==> config.mk <==
export PLATFORM = sky130hd
export DESIGN_NAME = dcache_ctrl
export DESIGN_NICKNAME = d
export VERILOG_FILES = /design/src/dcache_pkg.sv /design/src/dcache_ctrl.sv
export SDC_FILE = /design/constraint.sdc
export NUM_CORES = 1
export LEC_CHECK = 0
export BUFFER_PORTS_ARGS = -buffer_cell sky130_fd_sc_hd__buf_2
export CAP_MARGIN = 25
export CORE_AREA = 2 2 314 316
export DETAILED_ROUTE_END_ITERATION = 12
export DIE_AREA = 0 0 316 318
export HOLD_SLACK_MARGIN = 0.08
export PLACE_DENSITY = 0.31
export SLEW_MARGIN = 10
export SYNTH_ARGS = -nofsm -noshare
export SYNTH_HDL_FRONTEND = slang
export SYNTH_SLANG_ARGS = --single-unit
export TNS_END_PERCENT = 100
==> constraint.sdc <==
create_clock -name clk_i -period 7.8 [get_ports clk_i]
set_clock_uncertainty 0.2 [all_clocks]
set_input_delay 0.78 -clock clk_i [delete_from_list [all_inputs] [get_ports clk_i]]
set_output_delay 0.78 -clock clk_i [all_outputs]
set_load 0.02 [all_outputs]
==> src/dcache_pkg.sv <==
/*
 * dcache package
 * geometry of the two-way data cache and the packed structs that travel
 * between the core, the controller, the array, the miss unit and memory
 */
package dcache_pkg;

    // ------------------------------
    // geometry
    // ------------------------------
    localparam int unsigned DCACHE_ADDR_WIDTH  = 32;
    localparam int unsigned DCACHE_WORD_WIDTH  = 64;
    localparam int unsigned DCACHE_LINE_WIDTH  = 128;
    localparam int unsigned DCACHE_NUM_WAYS    = 2;
    localparam int unsigned DCACHE_NUM_SETS    = 16;
    localparam int unsigned DCACHE_BYTE_OFFSET = 4;
    // set bits plus byte offset
    localparam int unsigned DCACHE_INDEX_WIDTH = 8;
    localparam int unsigned DCACHE_TAG_WIDTH   = 24;
    // derived: set field and byte offset of a word inside a line
    localparam int unsigned DCACHE_SET_WIDTH   = DCACHE_INDEX_WIDTH - DCACHE_BYTE_OFFSET;
    localparam int unsigned DCACHE_WORD_OFFSET = $clog2(DCACHE_WORD_WIDTH / 8);

    typedef logic [DCACHE_NUM_WAYS-1:0] way_mask_t;

    // ------------------------------
    // core port
    // ------------------------------
    typedef struct packed {
        logic                            data_req;
        logic [DCACHE_INDEX_WIDTH-1:0]   address_index;
        logic                            data_we;
        logic [DCACHE_WORD_WIDTH/8-1:0]  data_be;
        logic [DCACHE_WORD_WIDTH-1:0]    data_wdata;
        // tag arrives one cycle after the index
        logic                            tag_valid;
        logic [DCACHE_TAG_WIDTH-1:0]     address_tag;
    } dcache_req_t;

    typedef struct packed {
        logic                            data_gnt;
        logic                            data_rvalid;
        logic [DCACHE_WORD_WIDTH-1:0]    data_rdata;
    } dcache_rsp_t;

    // ------------------------------
    // array port
    // ------------------------------
    typedef struct packed {
        way_mask_t                       way_req;
        logic                            we;
        logic [DCACHE_INDEX_WIDTH-1:0]   index;
        logic [DCACHE_TAG_WIDTH-1:0]     tag;
        logic [DCACHE_LINE_WIDTH-1:0]    wdata;
        logic [DCACHE_LINE_WIDTH/8-1:0]  be;
        logic                            set_dirty;
        logic                            set_valid;
    } array_req_t;

    typedef struct packed {
        way_mask_t                       hit_way;
        logic [DCACHE_LINE_WIDTH-1:0]    rdata;
        // way the next refill goes to, one-hot
        way_mask_t                       victim_way;
        logic [DCACHE_LINE_WIDTH-1:0]    victim_line;
        logic [DCACHE_TAG_WIDTH-1:0]     victim_tag;
        logic                            victim_dirty;
        logic                            victim_valid;
    } array_rsp_t;

    // ------------------------------
    // miss unit and memory port
    // ------------------------------
    typedef struct packed {
        logic                            valid;
        logic                            bypass;
        logic [DCACHE_ADDR_WIDTH-1:0]    addr;
        logic                            we;
        logic [DCACHE_WORD_WIDTH/8-1:0]  be;
        logic [DCACHE_WORD_WIDTH-1:0]    wdata;
    } miss_req_t;

    typedef struct packed {
        logic                            done;
        logic [DCACHE_WORD_WIDTH-1:0]    rdata;
    } miss_rsp_t;

    typedef struct packed {
        logic                            valid;
        logic                            we;
        logic                            bypass;
        logic [DCACHE_ADDR_WIDTH-1:0]    addr;
        logic [DCACHE_LINE_WIDTH/8-1:0]  be;
        logic [DCACHE_LINE_WIDTH-1:0]    wdata;
    } mem_req_t;

    typedef struct packed {
        logic                            ack;
        logic [DCACHE_LINE_WIDTH-1:0]    rdata;
    } mem_rsp_t;

endpackage

==> src/dcache_ctrl.sv <==
/*
 * dcache controller
 * FSM for lookup, store write pass and load hit chaining; misses and
 * uncacheable accesses are handed to the miss unit
 */
`timescale 1ns/1ns

module dcache_ctrl #(
    parameter logic [dcache_pkg::DCACHE_ADDR_WIDTH-1:0] CACHEABLE_BASE = 32'h0000_1000
) (
    input  logic                   clk_i,
    input  logic                   rst_ni,
    input  dcache_pkg::dcache_req_t req_i,
    output dcache_pkg::dcache_rsp_t rsp_o,
    output dcache_pkg::array_req_t array_req_o,
    input  dcache_pkg::array_rsp_t array_rsp_i,
    output dcache_pkg::miss_req_t  miss_req_o,
    input  dcache_pkg::miss_rsp_t  miss_rsp_i,
    output logic                   busy_o
);

    localparam int unsigned WORD = dcache_pkg::DCACHE_WORD_WIDTH;
    localparam int unsigned LINE = dcache_pkg::DCACHE_LINE_WIDTH;
    localparam int unsigned OFS  = dcache_pkg::DCACHE_BYTE_OFFSET;
    localparam int unsigned WOFS = dcache_pkg::DCACHE_WORD_OFFSET;

    // WAIT_TAG_BYPASSED holds an uncacheable access at the miss unit
    // WAIT_MISS holds a cacheable one
    typedef enum logic [2:0] {
        IDLE,
        WAIT_TAG,
        WAIT_TAG_BYPASSED,
        STORE_REQ,
        WAIT_MISS,
        WAIT_CRITICAL_WORD
    } state_e;

    state_e                                  state_q, state_d;
    dcache_pkg::dcache_req_t                 pend_q, pend_d;
    dcache_pkg::way_mask_t                   hit_way_q, hit_way_d;
    logic [WORD-1:0]                         crit_q, crit_d;
    logic [OFS-WOFS-1:0]                     word_sel;
    logic [dcache_pkg::DCACHE_ADDR_WIDTH-1:0] lookup_addr;
    logic                                    uncacheable;
    logic                                    accept;

    assign busy_o      = (state_q != IDLE);
    assign word_sel    = pend_q.address_index[OFS-1:WOFS];
    // late tag joined with the saved index
    assign lookup_addr = {req_i.address_tag, pend_q.address_index};
    assign uncacheable = (lookup_addr < CACHEABLE_BASE);

    // ------------------------------
    // cache FSM
    // ------------------------------
    always_comb begin
        state_d   = state_q;
        pend_d    = pend_q;
        hit_way_d = hit_way_q;
        crit_d    = crit_q;
        accept    = 1'b0;
        rsp_o     = '0;
        miss_req_o = '0;
        // array idle by default
        // tag always compared against the live tag
        array_req_o       = '0;
        array_req_o.index = req_i.address_index;
        array_req_o.tag   = req_i.address_tag;

        case (state_q)
            IDLE: begin
                accept = req_i.data_req;
            end

            WAIT_TAG: begin
                // array keeps the read index while the tag is late
                if (req_i.tag_valid) begin
                    pend_d.address_tag = req_i.address_tag;
                    if (uncacheable) begin
                        state_d = WAIT_TAG_BYPASSED;
                    end else if (|array_rsp_i.hit_way) begin
                        if (pend_q.data_we) begin
                            // second pass writes the word
                            state_d   = STORE_REQ;
                            hit_way_d = array_rsp_i.hit_way;
                        end else begin
                            rsp_o.data_rvalid = 1'b1;
                            rsp_o.data_rdata  = array_rsp_i.rdata[word_sel*WORD +: WORD];
                            state_d           = IDLE;
                            // chain the next access into this hit cycle
                            accept            = req_i.data_req;
                        end
                    end else begin
                        state_d = WAIT_MISS;
                    end
                end
            end

            STORE_REQ: begin
                array_req_o.way_req   = hit_way_q;
                array_req_o.we        = 1'b1;
                array_req_o.index     = pend_q.address_index;
                array_req_o.tag       = pend_q.address_tag;
                array_req_o.wdata     = {(LINE/WORD){pend_q.data_wdata}};
                array_req_o.be[word_sel*(WORD/8) +: WORD/8] = pend_q.data_be;
                array_req_o.set_dirty = 1'b1;
                rsp_o.data_gnt        = 1'b1;
                state_d               = IDLE;
            end

            WAIT_TAG_BYPASSED, WAIT_MISS: begin
                // held until the miss unit is done
                miss_req_o.valid  = 1'b1;
                miss_req_o.bypass = (state_q == WAIT_TAG_BYPASSED);
                miss_req_o.addr   = {pend_q.address_tag, pend_q.address_index};
                miss_req_o.we     = pend_q.data_we;
                miss_req_o.be     = pend_q.data_be;
                miss_req_o.wdata  = pend_q.data_wdata;
                if (miss_rsp_i.done) begin
                    if (pend_q.data_we) begin
                        rsp_o.data_gnt = 1'b1;
                        state_d        = IDLE;
                    end else begin
                        crit_d  = miss_rsp_i.rdata;
                        state_d = WAIT_CRITICAL_WORD;
                    end
                end
            end

            WAIT_CRITICAL_WORD: begin
                rsp_o.data_rvalid = 1'b1;
                rsp_o.data_rdata  = crit_q;
                state_d           = IDLE;
            end

            default: begin
                state_d = IDLE;
            end
        endcase

        // new access starts the lookup
        // loads are granted right away
        if (accept) begin
            pend_d              = req_i;
            array_req_o.way_req = '1;
            array_req_o.we      = 1'b0;
            array_req_o.index   = req_i.address_index;
            rsp_o.data_gnt      = !req_i.data_we;
            state_d             = WAIT_TAG;
        end
    end

    // ------------------------------
    // registers
    // ------------------------------
    always_ff @(posedge clk_i or negedge rst_ni) begin
        if (!rst_ni) begin
            state_q   <= IDLE;
            hit_way_q <= '0;
        end else begin
            state_q   <= state_d;
            hit_way_q <= hit_way_d;
        end
    end

    always_ff @(posedge clk_i) begin
        pend_q <= pend_d;
        crit_q <= crit_d;
    end

    // a store is never granted while a load returns data
    store_gnt_no_rvalid: assert property (@(posedge clk_i) disable iff (!rst_ni)
        (rsp_o.data_gnt && req_i.data_we) |-> !rsp_o.data_rvalid)
        else $error("store grant together with rvalid");

endmodule

==> results_dict.tcl, run 1 <==
set metrics [dict create \
    run_status "complete, no violations" \
    cts_max_level 4 \
    synth_area_um2 9650 \
    min_path_type "in -> reg" \
    wl_um 47100 \
    p_total_mw 3.79 \
    final_nets 1860 \
    slew_headroom_pct 31.0 \
    final_max_slew_viol_count 0 \
    ir_worst_vdd_mv 0.157 \
    power_frac_comb_pct 40.7 \
    holdCritStartpoint "req_i[38]" \
    cts_resized 0 \
    final_cell_mix "657 x buf_2, 178 x and2_1, 169 x edfxtp_1, 98 x nand2_1, 76 x nor2_1" \
    register_area_um2 5200 \
    pin_count 815 \
    root_buffer "clkbuf_16" \
    synthesis.instances 833 \
    end_kind "output pin" \
    rsz0062_at_grt "false" \
    r2r_setup_slack_ns 4.64 \
    drtIter0Drc 409 \
    cts_buffers 17 \
    cts_setup_buffers 0 \
    grt_usage_pct 9.10 \
    power.switching_mw 1.60 \
    ys_seq_area_share_pct 53.9 \
    fill_cells 11100 \
    max_stage_delay_ns 0.67 \
    grt_pass1_vias 8775 \
    cp.required_ns 6.82 \
    clk_latency_ns 0.49 \
    syn_avg_cell_area_um2 11.6 \
    slowest_stage "dfrtp_1" \
    worst_ep_arrival_time_ns 3.64 \
    die_y_um 318 \
    num_vias 8453 \
    tightest_slew_ns 1.03 \
    core_area_um2 97400 \
    drc 0 \
    area_growth_pct 50.3 \
    cts_sinks 174 \
    period_share_pct 59.3 \
    grt_remaining_overflow 0 \
    place_ws_ns 3.13 \
    vias_per_cell 3.13 \
    hpwlAfterDp_um 37400 \
    final.min_clock_period_ns 4.62 \
    power_density_nw_per_um2 261 \
    maxCapViolCount 0 \
    seq_power_share_pct 35.8 \
    hold_viol 0 \
    antenna_found_initial 6 \
    max_freq_mhz 216 \
    crit_type "reg -> out" \
    critPathLaunch "state_q[0]" \
    die_area_um2 100000 \
    hold_depth 1 \
    power.leakage_nw 6.52 \
    postCtsHoldBufs 1 \
    clk_pin_slew_ns 0.08 \
    setup_slack_ns 3.18 \
    reg2reg_depth 5 \
    path_cells "inv_2, nor3_2, o211a_4, buf_4, a22oi_1, nor2_1, buf_2" \
    first_pass_iters 4 \
    syn_nets 1293 \
    port_buffers 657 \
    swShare_pct 42.4 \
    multi_input_area_um2 3690 \
    fin_setup_tns_ns 0 \
    place_congestion 0.830 \
    power.internal_mw 2.18 \
    start_util_pct 9.90 \
    startpoint_type "register" \
    power_frac_clock_pct 23.6 \
    drive_gt1_share_pct 59.4 \
    fp.dieW_um 316 \
    synth-seq-cells 174 \
    wl_per_cell_um 17.4 \
    grt_start_max_net_pins 73 \
    regToRegStartpoint "pend_q[97]" \
    final_antenna_net_count 0 \
    hold_ws_ns 0.252 \
    rr_endpoint "pend_q[94]" \
    cts_tree "yes" \
    grt_first_pass_wirelength_um 64400 \
    core.rowCount 115 \
    final-setup-viol-count 0 \
    ys_types 42 \
    synth_warnings 0 \
    final_common_cell "buf_2" \
    timing.hold.worst_endpoint "pend_q[38]" \
    cts_buffer_depth 2 \
    critical_path_peak_fanout 34 \
]
## cell usage after synthesis
library cell	number	share of area, %
a21o_1	2	0.16
a21oi_1	6	0.31
a21oi_2	1	0.091
a221o_1	1	0.10
a22oi_1	3	0.23
a22oi_2	60	7.8
a311oi_1	1	0.091
a32oi_1	2	0.18
and2_1	178	12
and3_1	8	0.52
and3b_1	1	0.091
and4_4	1	0.12
buf_1	2	0.078
buf_2	12	0.62
buf_4	71	5.5
buf_6	6	0.70
clkbuf_1	32	1.2
conb_1	1	0.039
dfrtp_1	5	1.3
edfxtp_1	169	53
inv_1	2	0.078
inv_2	2	0.078
mux2_2	63	7.4
mux2_4	2	0.31
mux2i_1	2	0.21
nand2_1	98	3.8
nand2b_1	4	0.26
nand3_1	3	0.16
nor2_1	76	3.0
nor2b_1	2	0.13
nor3_1	1	0.052
nor3_2	1	0.10
nor3b_1	1	0.078
nor3b_2	1	0.13
nor4_1	4	0.26
nor4_2	1	0.13
o211a_1	1	0.10
o211ai_1	1	0.078
o21ai_0	2	0.10
or2_1	1	0.065
or2_4	1	0.091
or3_1	2	0.13
## per-layer routing
layer,vias to the layer above,GRT usage (%),wire length (µm)
met4,6,2.76,711
met1,3997,10.9,19600
met2,467,15.1,22200
li1,3952,-,-
met5,-,0,43
met3,31,3.33,4570
## state kept, by name, indices dropped and copies added, names as in the netlist
name and flops:
state_q 3, crit_q 64, hit_way_q 2, lookup_addr 8, pend_q 97
## power by group through the flow
stage,clock (mW),sequential [mW],combinational (mW)
4_1_cts,0.956,1.36,1.58
2_1_floorplan,0,1.31,1.01
6_report,0.892,1.35,1.54
3_3_place_gp,0,1.38,1.59
5_1_grt,0.971,1.38,1.67
3_5_place_dp,0,1.38,1.58
## logic make-up after synthesis
kind of cell | synth area share (%)
buf+inv | 8.33
other cells | 0.0389
simple gates | 20.6
mux | 7.87
flops | 53.9
compound gates | 9.23
## metrics by stage
step	utilization [%]	cells	instance area, µm²
after detailed placement	14.3	2666	13900
after global routing	14.9	2700	14500
after CTS	14.9	2699	14500
after floorplan	-	833	9650
final	14.9	2701	14500
after global placement	14.3	2666	13900
## layout make-up
type	count	area share (%)
flip-flops and latches	174	35.9
clock inverters	14	0.906
well taps	1287	11.1
diodes	1	0.0173
inverters	4	0.112
clock buffers	18	2.96
repair buffers	671	23.6
multi-input cells	532	25.4
## worst max-delay path by stage
stage,to,slack [ns],cells past startpoint
6_report,rsp_o[52],3.18,7
5_1_grt,rsp_o[52],2.86,7
4_1_cts,rsp_o[61],2.94,7
3_5_place_dp,rsp_o[52],3.13,8
3_3_place_gp,rsp_o[52],3.22,8
2_1_floorplan,rsp_o[65],0.79,5
## critical path, delay by kind of cell, from the launching register on
family,cells,cell delay (ns)
AOI/OAI and AO/OA,2,0.90
buffers and inverters,3,0.96
DFF,1,0.67
and+or+nand+nor,2,0.52
Power figures use the tool's default switching activity.
==> inputs of run 2 (changes only) <==
==> constraint.sdc (replaced) <==
create_clock -name clk_i -period 4.8 [get_ports clk_i]
set_clock_uncertainty 0.2 [all_clocks]
set_input_delay 0.48 -clock clk_i [delete_from_list [all_inputs] [get_ports clk_i]]
set_output_delay 0.48 -clock clk_i [all_outputs]
set_load 0.02 [all_outputs]
==> run 2 against run 1 <==
Die area is the same. Combinational power up 72%. Power rose by 68%. Routed wire length is 2.0% higher. Utilization grew 1.9 points. Critical path depth unchanged. Flip-flop and latch count unchanged. Global-route usage rose by 0.22 points. Setup slack worse by 2.5 ns. Non-clock buffer count increased by 173. Sequential share of layout area fell by 4.0 points. Clock power up 70%. Critical endpoint is now rsp_o[32]. Largest power group unchanged. Highest routed layer unchanged.
==> results_dict.tcl, run 2 (synthesis gave the netlist of run 1 again) <==
set metrics [dict create \
    drive_gt1_share_pct 53.2 \
    startpoint_type "register" \
    slew_headroom_pct 33.0 \
    cts_resized 0 \
    num_vias 9064 \
    r2r_setup_slack_ns 1.83 \
    cts_setup_buffers 0 \
    ir_worst_vdd_mv 0.265 \
    clk_latency_ns 0.49 \
    cts_buffer_depth 2 \
    fp.dieW_um 316 \
    hpwlAfterDp_um 37700 \
    postCtsHoldBufs 173 \
    regMostFlops "pend_q" \
    core.rowCount 115 \
    end_kind "output pin" \
    final_antenna_net_count 0 \
    die_area_um2 100000 \
    cts_buffers 17 \
    tightest_slew_ns 1.01 \
    crit_type "reg -> out" \
    cp.required_ns 4.12 \
    core_area_um2 97400 \
    regToRegStartpoint "pend_q[97]" \
    drtIter0Drc 390 \
    drc 0 \
    power.leakage_nw 7.29 \
    grt_first_pass_wirelength_um 66600 \
    final_max_slew_viol_count 0 \
    final_cell_mix "657 x buf_2, 178 x and2_1, 173 x dlygate4sd3_1, 169 x edfxtp_1, 98 x nand2_1" \
    first_pass_iters 4 \
    max_freq_mhz 240 \
    start_util_pct 9.90 \
    maxCapViolCount 0 \
    grt_pass1_vias 9403 \
    root_buffer "clkbuf_16" \
    rsz0062_at_grt "false" \
    antenna_found_initial 12 \
    grt_remaining_overflow 0 \
    fin_setup_tns_ns 0 \
    place_congestion 0.824 \
    largest_reg_flops 97 \
    final.min_clock_period_ns 4.16 \
    hold_viol 0 \
    area_growth_pct 69.2 \
    power_density_nw_per_um2 389 \
    wl_per_cell_um 16.7 \
    reg2reg_depth 4 \
    die_y_um 318 \
    grt_start_max_net_pins 109 \
    critical_path_peak_fanout 46 \
    grt_usage_pct 9.32 \
    cts_tree "yes" \
    period_share_pct 86.8 \
    min_path_type "in -> async" \
    worst_ep_arrival_time_ns 3.48 \
    vias_per_cell 3.15 \
    rr_endpoint "pend_q[71]" \
    cts_sinks 174 \
    pin_count 815 \
    final-setup-viol-count 0 \
    cts_max_level 4 \
    run_status "complete, no violations" \
    p_total_mw 6.35 \
    final_nets 2033 \
    clk_pin_slew_ns 0.08 \
    port_buffers 657 \
    final_common_cell "buf_2" \
    wl_um 48000 \
]
[run 2: changes by cell type in the layout (fill, tap and decap cells not counted), moves of 2 or more]
cell           previous run  this run
buf_12                    2         5
buf_4                    11         9
clkinv_8                  0         3
clkinvlp_4                3         0
dlygate4sd3_1             1       173
inv_8                     0         2
[run 2: area by class of cell]
cell class	instances	area, µm²
tap	1287	1610
fill	11000	81100
clock buffer	18	439
sequential	174	5200
timing repair buffer	844	5190
antenna	1	2.50
clock inverter	14	171
multi-input combinational	532	3690
inverter	4	16.3
[run 2: worst max-delay path: stages, from the launching register on]
cell,delay [ns]
dfrtp_1,0.69
inv_2,0.15
nor3_2,0.33
o211a_4,0.79
buf_4,0.44
a22oi_2,0.08
nor2_1,0.20
buf_2,0.20
[run 2: report_power, final]
part	internal (mW)	switching [mW]	leakage, nW
clock	0.760	0.763	0.299
combinational	0.928	1.72	5.36
sequential	2.00	0.178	1.63
total	3.69	2.66	7.29
[run 2: metrics by stage]
stage               setup slack (ns)  hold WS (ns)  cell area [µm²]  instances  utilization [%]
floorplan                      0.391       -0.0156             9650        833                -
global placement                1.10         0.103            13900       2666             14.3
detailed placement              1.09         0.105            13900       2666             14.3
CTS                            0.488         0.101            16300       2871             16.7
global route                   0.357         0.124            16300       2873             16.8
finish                         0.635         0.162            16300       2874             16.8
[run 2: routing by layer]
metal / part of all wire, % / routed length (µm) / GRT usage (%)
met5: 0.13 / 63 / 0
met4: 1.1 / 532 / 2.18
met2: 47 / 22400 / 15.5
met1: 44 / 20900 / 11.5
met3: 8.4 / 4050 / 3.15
[run 2: how the worst max path moves through the flow]
stage                           from         to  slack, ns  depth (start not counted)
CTS                       state_q[0]  rsp_o[60]       0.49                          7
global route              state_q[0]  rsp_o[57]       0.36                          7
global placement          state_q[0]  rsp_o[57]       1.10                          7
floorplan           array_rsp_i[285]  rsp_o[65]       0.39                          5
finish                    state_q[0]  rsp_o[32]       0.64                          7
detailed placement        state_q[0]  rsp_o[60]       1.09                          7
