`config.mk`:
```
export PLATFORM = sky130hd
export DESIGN_NAME = dcache_miss_unit
export DESIGN_NICKNAME = d
export VERILOG_FILES = /design/src/dcache_pkg.sv /design/src/dcache_miss_unit.sv
export SDC_FILE = /design/constraint.sdc
export NUM_CORES = 1
export LEC_CHECK = 0
export BUFFER_PORTS_ARGS = -buffer_cell sky130_fd_sc_hd__buf_2
export CAP_MARGIN = 20
export CORE_AREA = 2 2 367 369
export CTS_BUF_LIST = sky130_fd_sc_hd__clkbuf_2 sky130_fd_sc_hd__clkbuf_4 sky130_fd_sc_hd__clkbuf_8
export DETAILED_ROUTE_END_ITERATION = 7
export DIE_AREA = 0 0 369 371
export GPL_ROUTABILITY_DRIVEN = 0
export PLACE_DENSITY = 0.37
export REMOVE_ABC_BUFFERS = 1
export SYNTH_ARGS = -nofsm -noshare
export SYNTH_HDL_FRONTEND = slang
export SYNTH_SLANG_ARGS = --single-unit
```
`constraint.sdc`:
```
create_clock -name clk_i -period 10.8 [get_ports clk_i]
set_input_delay 1.08 -clock clk_i [delete_from_list [all_inputs] [get_ports clk_i]]
set_output_delay 1.08 -clock clk_i [all_outputs]
set_load 0.02 [all_outputs]
```
`src/dcache_pkg.sv`:
```
/*
 * dcache package
 * geometry of the two-way data cache and the packed structs that travel
 * between the core, the controller, the array, the miss unit and memory
 */
package dcache_pkg;

    // ------------------------------
    // geometry
    // ------------------------------
    localparam int unsigned DCACHE_ADDR_WIDTH  = 32;
    localparam int unsigned DCACHE_WORD_WIDTH  = 64;
    localparam int unsigned DCACHE_LINE_WIDTH  = 128;
    localparam int unsigned DCACHE_NUM_WAYS    = 2;
    localparam int unsigned DCACHE_NUM_SETS    = 16;
    localparam int unsigned DCACHE_BYTE_OFFSET = 4;
    // set bits plus byte offset
    localparam int unsigned DCACHE_INDEX_WIDTH = 8;
    localparam int unsigned DCACHE_TAG_WIDTH   = 24;
    // derived: set field and byte offset of a word inside a line
    localparam int unsigned DCACHE_SET_WIDTH   = DCACHE_INDEX_WIDTH - DCACHE_BYTE_OFFSET;
    localparam int unsigned DCACHE_WORD_OFFSET = $clog2(DCACHE_WORD_WIDTH / 8);

    typedef logic [DCACHE_NUM_WAYS-1:0] way_mask_t;

    // ------------------------------
    // core port
    // ------------------------------
    typedef struct packed {
        logic                            data_req;
        logic [DCACHE_INDEX_WIDTH-1:0]   address_index;
        logic                            data_we;
        logic [DCACHE_WORD_WIDTH/8-1:0]  data_be;
        logic [DCACHE_WORD_WIDTH-1:0]    data_wdata;
        // tag arrives one cycle after the index
        logic                            tag_valid;
        logic [DCACHE_TAG_WIDTH-1:0]     address_tag;
    } dcache_req_t;

    typedef struct packed {
        logic                            data_gnt;
        logic                            data_rvalid;
        logic [DCACHE_WORD_WIDTH-1:0]    data_rdata;
    } dcache_rsp_t;

    // ------------------------------
    // array port
    // ------------------------------
    typedef struct packed {
        way_mask_t                       way_req;
        logic                            we;
        logic [DCACHE_INDEX_WIDTH-1:0]   index;
        logic [DCACHE_TAG_WIDTH-1:0]     tag;
        logic [DCACHE_LINE_WIDTH-1:0]    wdata;
        logic [DCACHE_LINE_WIDTH/8-1:0]  be;
        logic                            set_dirty;
        logic                            set_valid;
    } array_req_t;

    typedef struct packed {
        way_mask_t                       hit_way;
        logic [DCACHE_LINE_WIDTH-1:0]    rdata;
        // way the next refill goes to, one-hot
        way_mask_t                       victim_way;
        logic [DCACHE_LINE_WIDTH-1:0]    victim_line;
        logic [DCACHE_TAG_WIDTH-1:0]     victim_tag;
        logic                            victim_dirty;
        logic                            victim_valid;
    } array_rsp_t;

    // ------------------------------
    // miss unit and memory port
    // ------------------------------
    typedef struct packed {
        logic                            valid;
        logic                            bypass;
        logic [DCACHE_ADDR_WIDTH-1:0]    addr;
        logic                            we;
        logic [DCACHE_WORD_WIDTH/8-1:0]  be;
        logic [DCACHE_WORD_WIDTH-1:0]    wdata;
    } miss_req_t;

    typedef struct packed {
        logic                            done;
        logic [DCACHE_WORD_WIDTH-1:0]    rdata;
    } miss_rsp_t;

    typedef struct packed {
        logic                            valid;
        logic                            we;
        logic                            bypass;
        logic [DCACHE_ADDR_WIDTH-1:0]    addr;
        logic [DCACHE_LINE_WIDTH/8-1:0]  be;
        logic [DCACHE_LINE_WIDTH-1:0]    wdata;
    } mem_req_t;

    typedef struct packed {
        logic                            ack;
        logic [DCACHE_LINE_WIDTH-1:0]    rdata;
    } mem_rsp_t;

endpackage

```
`src/dcache_miss_unit.sv`:
```
/*
 * dcache miss unit
 * dirty victim writeback and line refill for load misses; bypass
 * accesses and store misses as single-word memory accesses
 */
`timescale 1ns/1ns

module dcache_miss_unit (
    input  logic                   clk_i,
    input  logic                   rst_ni,
    input  dcache_pkg::miss_req_t  miss_req_i,
    output dcache_pkg::miss_rsp_t  miss_rsp_o,
    input  dcache_pkg::array_rsp_t array_rsp_i,
    output dcache_pkg::array_req_t refill_req_o,
    output dcache_pkg::mem_req_t   mem_req_o,
    input  dcache_pkg::mem_rsp_t   mem_rsp_i
);

    localparam int unsigned ADDR  = dcache_pkg::DCACHE_ADDR_WIDTH;
    localparam int unsigned WORD  = dcache_pkg::DCACHE_WORD_WIDTH;
    localparam int unsigned LINE  = dcache_pkg::DCACHE_LINE_WIDTH;
    localparam int unsigned OFS   = dcache_pkg::DCACHE_BYTE_OFFSET;
    localparam int unsigned WOFS  = dcache_pkg::DCACHE_WORD_OFFSET;
    localparam int unsigned INDEX = dcache_pkg::DCACHE_INDEX_WIDTH;

    typedef enum logic [2:0] {
        M_IDLE,
        M_WRITEBACK,
        M_REFILL,
        M_SINGLE,
        M_DONE
    } mstate_e;

    mstate_e                                 state_q, state_d;
    logic [LINE-1:0]                         line_q, line_d;
    logic [dcache_pkg::DCACHE_TAG_WIDTH-1:0] vtag_q, vtag_d;
    dcache_pkg::way_mask_t                   vway_q, vway_d;
    logic [OFS-WOFS-1:0]                     word_sel;
    logic                                    fill;

    assign word_sel = miss_req_i.addr[OFS-1:WOFS];
    // only cacheable loads allocate
    assign fill     = !miss_req_i.bypass && !miss_req_i.we;

    always_comb begin
        state_d      = state_q;
        line_d       = line_q;
        vtag_d       = vtag_q;
        vway_d       = vway_q;
        mem_req_o    = '0;
        refill_req_o = '0;
        miss_rsp_o   = '0;

        case (state_q)
            M_IDLE: begin
                if (miss_req_i.valid) begin
                    if (fill) begin
                        // array still shows the looked-up set
                        line_d  = array_rsp_i.victim_line;
                        vtag_d  = array_rsp_i.victim_tag;
                        vway_d  = array_rsp_i.victim_way;
                        state_d = (array_rsp_i.victim_valid && array_rsp_i.victim_dirty) ?
                                  M_WRITEBACK : M_REFILL;
                    end else begin
                        state_d = M_SINGLE;
                    end
                end
            end

            M_WRITEBACK: begin
                mem_req_o.valid = 1'b1;
                mem_req_o.we    = 1'b1;
                mem_req_o.addr  = {vtag_q, miss_req_i.addr[INDEX-1:OFS], {OFS{1'b0}}};
                mem_req_o.be    = '1;
                mem_req_o.wdata = line_q;
                if (mem_rsp_i.ack) begin
                    state_d = M_REFILL;
                end
            end

            M_REFILL: begin
                mem_req_o.valid = 1'b1;
                mem_req_o.addr  = {miss_req_i.addr[ADDR-1:OFS], {OFS{1'b0}}};
                if (mem_rsp_i.ack) begin
                    line_d  = mem_rsp_i.rdata;
                    state_d = M_DONE;
                end
            end

            M_SINGLE: begin
                // word lands in the lane picked by the address
                mem_req_o.valid  = 1'b1;
                mem_req_o.we     = miss_req_i.we;
                mem_req_o.bypass = miss_req_i.bypass;
                mem_req_o.addr   = miss_req_i.addr;
                mem_req_o.be[word_sel*(WORD/8) +: WORD/8] = miss_req_i.be;
                mem_req_o.wdata  = {(LINE/WORD){miss_req_i.wdata}};
                if (mem_rsp_i.ack) begin
                    line_d  = mem_rsp_i.rdata;
                    state_d = M_DONE;
                end
            end

            M_DONE: begin
                miss_rsp_o.done  = 1'b1;
                miss_rsp_o.rdata = line_q[word_sel*WORD +: WORD];
                // install the line valid and clean
                if (fill) begin
                    refill_req_o.way_req   = vway_q;
                    refill_req_o.we        = 1'b1;
                    refill_req_o.index     = miss_req_i.addr[INDEX-1:0];
                    refill_req_o.tag       = miss_req_i.addr[ADDR-1:INDEX];
                    refill_req_o.wdata     = line_q;
                    refill_req_o.be        = '1;
                    refill_req_o.set_valid = 1'b1;
                end
                state_d = M_IDLE;
            end

            default: begin
                state_d = M_IDLE;
            end
        endcase
    end

    always_ff @(posedge clk_i or negedge rst_ni) begin
        if (!rst_ni) begin
            state_q <= M_IDLE;
        end else begin
            state_q <= state_d;
        end
    end

    always_ff @(posedge clk_i) begin
        line_q <= line_d;
        vtag_q <= vtag_d;
        vway_q <= vway_d;
    end

    // memory request holds still until acked
    mem_req_stable: assert property (@(posedge clk_i) disable iff (!rst_ni)
        (mem_req_o.valid && !mem_rsp_i.ack) |=> $stable(mem_req_o))
        else $error("mem_req changed before ack");

endmodule

```
==> reports/results.tsv, run 1 <==
stage	metric	value	unit
pwr	peakVddDrop	0.000109	V
route	viasPerCell	3.17	
pwr	powerDensity	217	nW/µm²
pwr	cellLeakagePower	8.62	nW
worst_setup_path	slowest_stage	nor3_4	
global_route	use_met3	0.0369	
die	die-area	137000	µm²
worst_setup_path	path_cells	or3b_4, nor3_4, buf_4, and2_1, buf_2	
finish	final_common_cell	buf_2	
route	totalWireLength	78100	µm
die	die_x	369	µm
worst_setup_path	cp-end-kind	output pin	
sta	rsz0062_at_grt	no	
finish	instances_no_fill	3876	
yosys	synthTopCellsByArea	edfxtp_1, nand2_1, and2_1, nand2b_1, a21oi_1	
clock_network	cts_tree	done	
yosys	yosys.area.top_type	edfxtp_1	
sta	period_needed	5.30	ns
finish	drive_above_1_share	0.417	
worst_setup_path	startpoint	state_q[1]	
pwr	pwr-share-seq	0.301	
sta	setup_viol	0	
route	dr.pass1.iters	5	
route	wl_per_cell	20.1	µm
yosys	netlist_area	10800	µm²
yosys	synthArstFlopShare	0.0191	
route	dr.first_iter.drc_count	505	
route	drc_errors	0	
clock_network	cts_buffer_depth	2	
worst_setup_path	slowest_delay	0.80	ns
clock_network	ctsHoldBuffers	0	
global_route	grt_max_degree	95	
sta	maxSlewHeadroom	0.344	
sta	worst_pin_slew	0.982	ns
worst_setup_path	r2r-start	state_q[1]	
yosys	yosysSeqAreaShare	0.434	
global_route	use_met1	0.138	
placed_design	placedCellCount	3833	
global_route	grt_usage	0.110	
global_route	grt_pass1_vias	12177	
clock_network	path_clk_slew	0.11	ns
pwr	power_switching	0.00202	W
yosys	synth_mux_area_frac	0.0591	
clock_network	clockRootBuffer	clkbuf_8	
pwr	power_frac_clock	0.137	
yosys	synth_top_area_frac	0.427	
clock_network	cts_made_buffers	17	
die	initial_core_util	0.0816	
yosys	ys_ff_latch	157	
global_route	antenna_found_initial	21	
clock_network	cts_repair_resize_count	0	
yosys	synth_fa_ha_area_frac	0	
placed_design	numPortBuffers	817	
worst_hold_path	hold_class	in2async	
sta	finalCritPeriodShare	0.491	
yosys	syn-mean-instance-area	7.99	µm²
global_route	grt_pass1_wl	102000	µm
sta	tns	0	ns
pwr	power.internal	0.00171	W
finish	fin_nets	2608	
sta	max_freq	189	MHz
global_route	overflow	0	
worst_setup_path	worst-endpoint-arrival	4.22	ns
finish	final_cell_mix	buf_2, nand2_1, and2_1, edfxtp_1, a21oi_1	
route	ant_nets	0	
yosys	ys_warn_count	0	
clock_network	clkLatencyLatePin	0.63	ns
global_route	use_met2	0.181	
pwr	swShare	0.541	
run_status	status	finished, final reports clean	
sta	hold_viol_final	0	
pwr	p_comb_frac	0.561	
die	fp.dieH	371	µm
yosys	postSynthCellCount	1355	
yosys	synth_edf_count	154	
finish	area_growth_syn_to_layout	58.6	%
yosys	ys.flop_type	edfxtp_1	
placed_design	dp_hpwl	64400	µm
pwr	power	0.00373	W
global_route	grt-busiest-layer	met2	
sta	fin_worst_skew	0.0180	ns
worst_setup_path	cp_data_required_time	9.72	ns
finish	fillerInstances	15631	
die	ios	949	
placed_design	placed_cell_area	16700	µm²
route	vias	12291	
clock_network	cts_max_level	4	
die	coreArea	133000	µm²
yosys	synth_compound_area_frac	0.0901	
finish	final_area	17200	µm²
worst_setup_path	start_kind	flop	
sta	maxSlewViolCount	0	
yosys	synth-simple-area-share	0.365	
clock_network	cts_setup_buffers	0	
worst_setup_path	crit_type	reg2out	
yosys	synth_xor_area_frac	0	
run	cap_violations	0	
die	rows	134	
sta	hold-worst-slack	0.244	ns
worst_setup_path	crit_fanout	66	
clock_network	clock-sinks	157	
yosys	yosysUniqueCellTypes	29	
yosys	synth_top_family_by_area	simple AND/OR/NAND/NOR gates	
==> worst paths after layout <==
check	cells after the start	slack (ns)	endpoint
max reg2reg	4	7.25	line_q[116]
min reg2reg	2	0.82	state_q[1]
min in group clk_i	1	0.62	vtag_q[19]
max in group asynchronous	1	10.43	state_q[1]
max	5	5.50	refill_req_o[24]
min	1	0.24	state_q[2]
==> metrics by stage <==
step	setup WS (ns)	utilization
6_report	5.50	0.129
5_1_grt	5.08	0.129
4_1_cts	5.10	0.129
3_5_place_dp	5.89	0.126
3_3_place_gp	5.90	0.126
2_1_floorplan	0.679	-
==> registers in the layout (all words and copies together) (netlist names) <==
signal and count:
line_q 128, vway_q 2, vtag_q 24, state_q 3
==> power by group through the flow <==
stage | clock [W] | combinational [W] | sequential, W
3_3_place_gp | 0 | 0.00215 | 0.00115
3_5_place_dp | 0 | 0.00213 | 0.00116
2_1_floorplan | 0 | 0.00128 | 0.00104
4_1_cts | 0.000564 | 0.00214 | 0.00114
6_report | 0.000512 | 0.00209 | 0.00112
5_1_grt | 0.000569 | 0.00229 | 0.00116
==> synthesized netlist by cell type, types with 2 or more instances <==
| master | number |
|---|---|
| buf_6 | 2 |
| a21o_1 | 8 |
| nor3_1 | 2 |
| inv_1 | 2 |
| buf_1 | 16 |
| edfxtp_1 | 154 |
| dfrtp_1 | 3 |
| nor2_1 | 69 |
| clkbuf_1 | 79 |
| mux2i_1 | 64 |
| clkbuf_2 | 7 |
| nand2_1 | 449 |
| and2_1 | 167 |
| a22o_1 | 24 |
| a21oi_1 | 137 |
| and3_1 | 5 |
| nand2b_1 | 138 |
| buf_4 | 18 |
==> cell type report <==
| class | count | area, µm² | share of cell area |
|---|---|---|---|
| Inverter | 2 | 7.51 | 0.000437 |
| Sequential cell | 157 | 4700 | 0.274 |
| Multi-Input combinational cell | 1073 | 5610 | 0.326 |
| Clock buffer | 17 | 234 | 0.0136 |
| Timing Repair Buffer | 833 | 4220 | 0.245 |
| Clock inverter | 15 | 173 | 0.0101 |
| Tap cell | 1768 | 2210 | 0.129 |
| Antenna cell | 11 | 27.5 | 0.00160 |
==> cells by family (layout without fill, tap and decap cells) <==
family          Yosys count  in the layout
buf+inv                 125            867
compound gates          172            172
flops                   157            157
other cells               1             12
simple gates            836            836
mux                      64             64
==> routing by layer <==
layer	vias to the layer above	wire, µm
li1	5873	-
met1	5817	34600
met2	545	36700
met3	48	5570
met4	8	1200
met5	-	48
==> critical path: cells and delay by family (launching register included) <==
| family | cells | cell delay (ns) |
|---|---|---|
| buffers and inverters | 2 | 0.89 |
| DFF | 1 | 0.68 |
| and+or+nand+nor | 3 | 1.90 |
Note: power is estimated with default switching activity, not from simulation.
==> inputs of run 2 (changes only) <==
--- a/config.mk
+++ b/config.mk
@@ -5,14 +5,15 @@
 export SDC_FILE = /design/constraint.sdc
 export NUM_CORES = 1
 export LEC_CHECK = 0
+export ABC_AREA = 1
 export BUFFER_PORTS_ARGS = -buffer_cell sky130_fd_sc_hd__buf_2
 export CAP_MARGIN = 20
-export CORE_AREA = 2 2 367 369
+export CORE_AREA = 2 2 366 368
 export CTS_BUF_LIST = sky130_fd_sc_hd__clkbuf_2 sky130_fd_sc_hd__clkbuf_4 sky130_fd_sc_hd__clkbuf_8
 export DETAILED_ROUTE_END_ITERATION = 7
-export DIE_AREA = 0 0 369 371
+export DIE_AREA = 0 0 368 370
 export GPL_ROUTABILITY_DRIVEN = 0
-export PLACE_DENSITY = 0.37
+export PLACE_DENSITY = 0.38
 export REMOVE_ABC_BUFFERS = 1
 export SYNTH_ARGS = -nofsm -noshare
 export SYNTH_HDL_FRONTEND = slang
==> constraint.sdc (replaced) <==
create_clock -name clk_i -period 4.8 [get_ports clk_i]
set_input_delay 0.48 -clock clk_i [delete_from_list [all_inputs] [get_ports clk_i]]
set_output_delay 0.48 -clock clk_i [all_outputs]
set_load 0.02 [all_outputs]
==> run 2 against run 1 <==
Net effect: clock power grew 140%; final cell count grew 4.7%; sequential power grew 120%; routed wire length rose by 6.7%; die area decreased by 0.54%; global-route usage is 0.82 points higher; first-iteration DRC count increased by 41%; clock skew is 0.013 ns higher; sequential cell count did not move; non-clock buffer count rose by 35; utilization hardly changed; critical path type unchanged; highest routed layer unchanged.
==> reports/results.tsv, run 2 <==
stage	metric	value	unit	change
run_status	status	finished, final reports clean		
clock_network	cts_setup_buffers	0		unchanged
pwr	power	0.00915	W	+150%
finish	top_register	line_q		
pwr	powerDensity	534	nW/µm²	+150%
yosys	synth_top_area_frac	0.441		+0.0141
worst_setup_path	cp-end-kind	output pin		
finish	fin_nets	2795		+7.2%
die	die_x	368	µm	-0.27%
finish	reg_top3	line_q (128), vtag_q (24), state_q (3)		
sta	setup_viol	0		unchanged
worst_setup_path	crit_type	reg2out		
global_route	antenna_found_initial	17		-19%
finish	largest_register_ffs	128		unchanged
sta	period_needed	3.66	ns	
worst_setup_path	rr_endpoint	vtag_q[12]		
yosys	netlist_area	10500	µm²	-3.2%
finish	drive_above_1_share	0.386		-0.0315
worst_setup_path	endpoint	mem_req_o[109]		
worst_setup_path	rr_worst_depth	6		+2
route	ant_nets	0		unchanged
route	viasPerCell	3.23		+1.9%
worst_setup_path	crit_fanout	34		-48%
run	cap_violations	0		unchanged
yosys	ys_warn_count	0		unchanged
pwr	p_comb_frac	0.591		+0.030
finish	final_common_cell	buf_2		
finish	area_growth_syn_to_layout	63.5	%	
global_route	grt_max_degree	129		+36%
worst_setup_path	rrSetupSlack	2.44	ns	-4.81 ns
placed_design	placedCellCount	3990		+4.1%
worst_setup_path	r2r-start	state_q[1]		
die	fp.dieH	370	µm	-0.27%
finish	instances_no_fill	4060		+4.7%
global_route	grt_pass1_vias	12749		+4.7%
clock_network	cts_buffer_depth	2		unchanged
pwr	pwr-share-seq	0.273		-0.028
finish	final_cell_mix	buf_2, nand2_1, nor2_1, inv_1, edfxtp_1		
placed_design	numPortBuffers	817		unchanged
pwr	peakVddDrop	0.000373	V	+240%
route	drc_errors	0		unchanged
yosys	synth_edf_count	154		unchanged
yosys	syn-mean-instance-area	6.97	µm²	-13%
clock_network	cts_made_buffers	17		unchanged
yosys	ys.flop_type	edfxtp_1		
sta	finalCritPeriodShare	0.763		
worst_setup_path	path_cells	inv_2, buf_4, nand2_4, buf_4, o22ai_1, buf_2		
route	totalWireLength	83300	µm	+6.7%
sta	max_freq	273	MHz	
clock_network	clockRootBuffer	clkbuf_8		
global_route	grt_pass1_wl	108000	µm	+6.0%
yosys	ys_ff_latch	157		unchanged
yosys	yosysSeqAreaShare	0.448		+0.0143
global_route	grt_usage	0.118		+0.00818
pwr	power_frac_clock	0.136		about the same
yosys	synthTopCellsByArea	edfxtp_1, nand2_1, nor2_1, inv_1, o22ai_1		
worst_setup_path	startpoint	state_q[1]		
sta	fin_worst_skew	0.0312	ns	+0.0132 ns
yosys	yosysUniqueCellTypes	19		-34%
die	rows	134		unchanged
sta	rsz0062_at_grt	no		
die	die-area	136000	µm²	-0.54%
yosys	yosys.area.top_type	edfxtp_1		
worst_setup_path	slowest_delay	0.52	ns	-0.28 ns
route	dr.pass1.iters	5		unchanged
finish	utilization	0.129		about the same
sta	layout_setup_ws	1.14	ns	-4.36 ns
yosys	yosys-top-cells-count	nand2_1, nor2_1, inv_1		
yosys	synthArstFlopShare	0.0191		unchanged
sta	maxSlewViolCount	0		unchanged
worst_setup_path	worst-endpoint-arrival	3.18	ns	-1.04 ns
clock_network	path_clk_slew	0.12	ns	about the same
worst_setup_path	slowest_stage	dfrtp_1		
sta	hold_viol_final	0		unchanged
route	vias	13122		+6.8%
pwr	cellLeakagePower	9.23	nW	+7.1%
worst_hold_path	hold_class	in2reg		
clock_network	cts_tree	done		
pwr	power.internal	0.00417	W	+140%
route	wl_per_cell	20.5	µm	+1.8%
yosys	postSynthCellCount	1505		+11%
route	dr.first_iter.drc_count	714		+41%
placed_design	dp_hpwl	68900	µm	+7.0%
pwr	swShare	0.545		+0.00331
global_route	overflow	0		unchanged
worst_setup_path	cp_common_cell	buf_4		
worst_setup_path	cp_data_required_time	4.32	ns	-5.40 ns
clock_network	cts_max_level	4		unchanged
sta	worst_pin_slew	0.903	ns	-0.0787 ns
sta	maxSlewHeadroom	0.398		+0.0539
yosys	synth_most_common_cell	nand2_1		
placed_design	pre_cts_ws	1.80	ns	-4.09 ns
clock_network	clock-sinks	157		unchanged
pwr	power_switching	0.00499	W	+150%
sta	tns	0	ns	unchanged
die	ios	949		unchanged
die	initial_core_util	0.0792		-0.00241
die	coreArea	132000	µm²	-0.25%
clock_network	clkLatencyLatePin	0.61	ns	-0.02 ns
worst_setup_path	start_kind	flop		
-- run 2: how the worst min path moves through the flow --
| stage | end | cells past startpoint | slack, ns | from |
|---|---|---|---|---|
| 5_1_grt | line_q[93] | 3 | 0.04 | mem_rsp_i[93] |
| 2_1_floorplan | state_q[0] | 0 | 0.18 | rst_ni |
| 3_5_place_dp | state_q[0] | 1 | 0.29 | rst_ni |
| 4_1_cts | line_q[4] | 3 | 0.0007 | mem_rsp_i[4] |
| 6_report | line_q[7] | 3 | 0.13 | mem_rsp_i[7] |
| 3_3_place_gp | state_q[0] | 1 | 0.28 | rst_ni |
-- run 2: routing by layer --
| metal | track usage | share of wire | up-vias |
|---|---|---|---|
| li1 | - | - | 6267 |
| met1 | 0.151 | 0.44 | 6168 |
| met2 | 0.186 | 0.45 | 637 |
| met3 | 0.0389 | 0.080 | 48 |
| met4 | 0.0407 | 0.026 | 2 |
| met5 | 0 | 0.00016 | - |
-- run 2: cells by family after synthesis --
logic type / Yosys count / synth area share
other: 1 / 0.000358
AOI/OAI and AO/OA: 225 / 0.123
and+or+nand+nor: 762 / 0.278
buffers and inverters: 360 / 0.151
DFF: 157 / 0.448
-- run 2: worst max-delay path: cells and delay by family, from the launching register on --
family / cells / cell delay (ns)
flops: 1 / 0.52
simple gates: 1 / 0.43
buf+inv: 4 / 1.16
compound gates: 1 / 0.40
-- run 2: power by group through the flow --
stage	Combinational [W]	Clock, W	Sequential (W)
2_1_floorplan	0.00290	0	0.00253
3_3_place_gp	0.00553	0	0.00253
3_5_place_dp	0.00551	0	0.00254
4_1_cts	0.00555	0.00134	0.00251
5_1_grt	0.00592	0.00139	0.00256
6_report	0.00541	0.00124	0.00250
-- run 2: what timing repair did --
action | CTS | global route
gates resized for setup | 0 | 0
hold buffers | 30 | 0
hold endpoints to repair | 31 | 0
-- run 2: layout make-up --
class                      count  area [µm²]
antenna                        8        20.0
clock buffer                  18         241
clock inverter                14         193
fill                       15645      115000
inverter                     239         905
multi-input combinational    988        4260
sequential                   157        4700
tap                         1768        2210
timing repair buffer         868        4620
-- run 2: stage by stage --
stage / hold WS [ns] / instance area, µm²
after floorplan: 0.184 / 9800
after global placement: 0.282 / 16400
after detailed placement: 0.287 / 16400
after CTS: 0.000716 / 17100
after global routing: 0.0380 / 17100
final: 0.128 / 17100
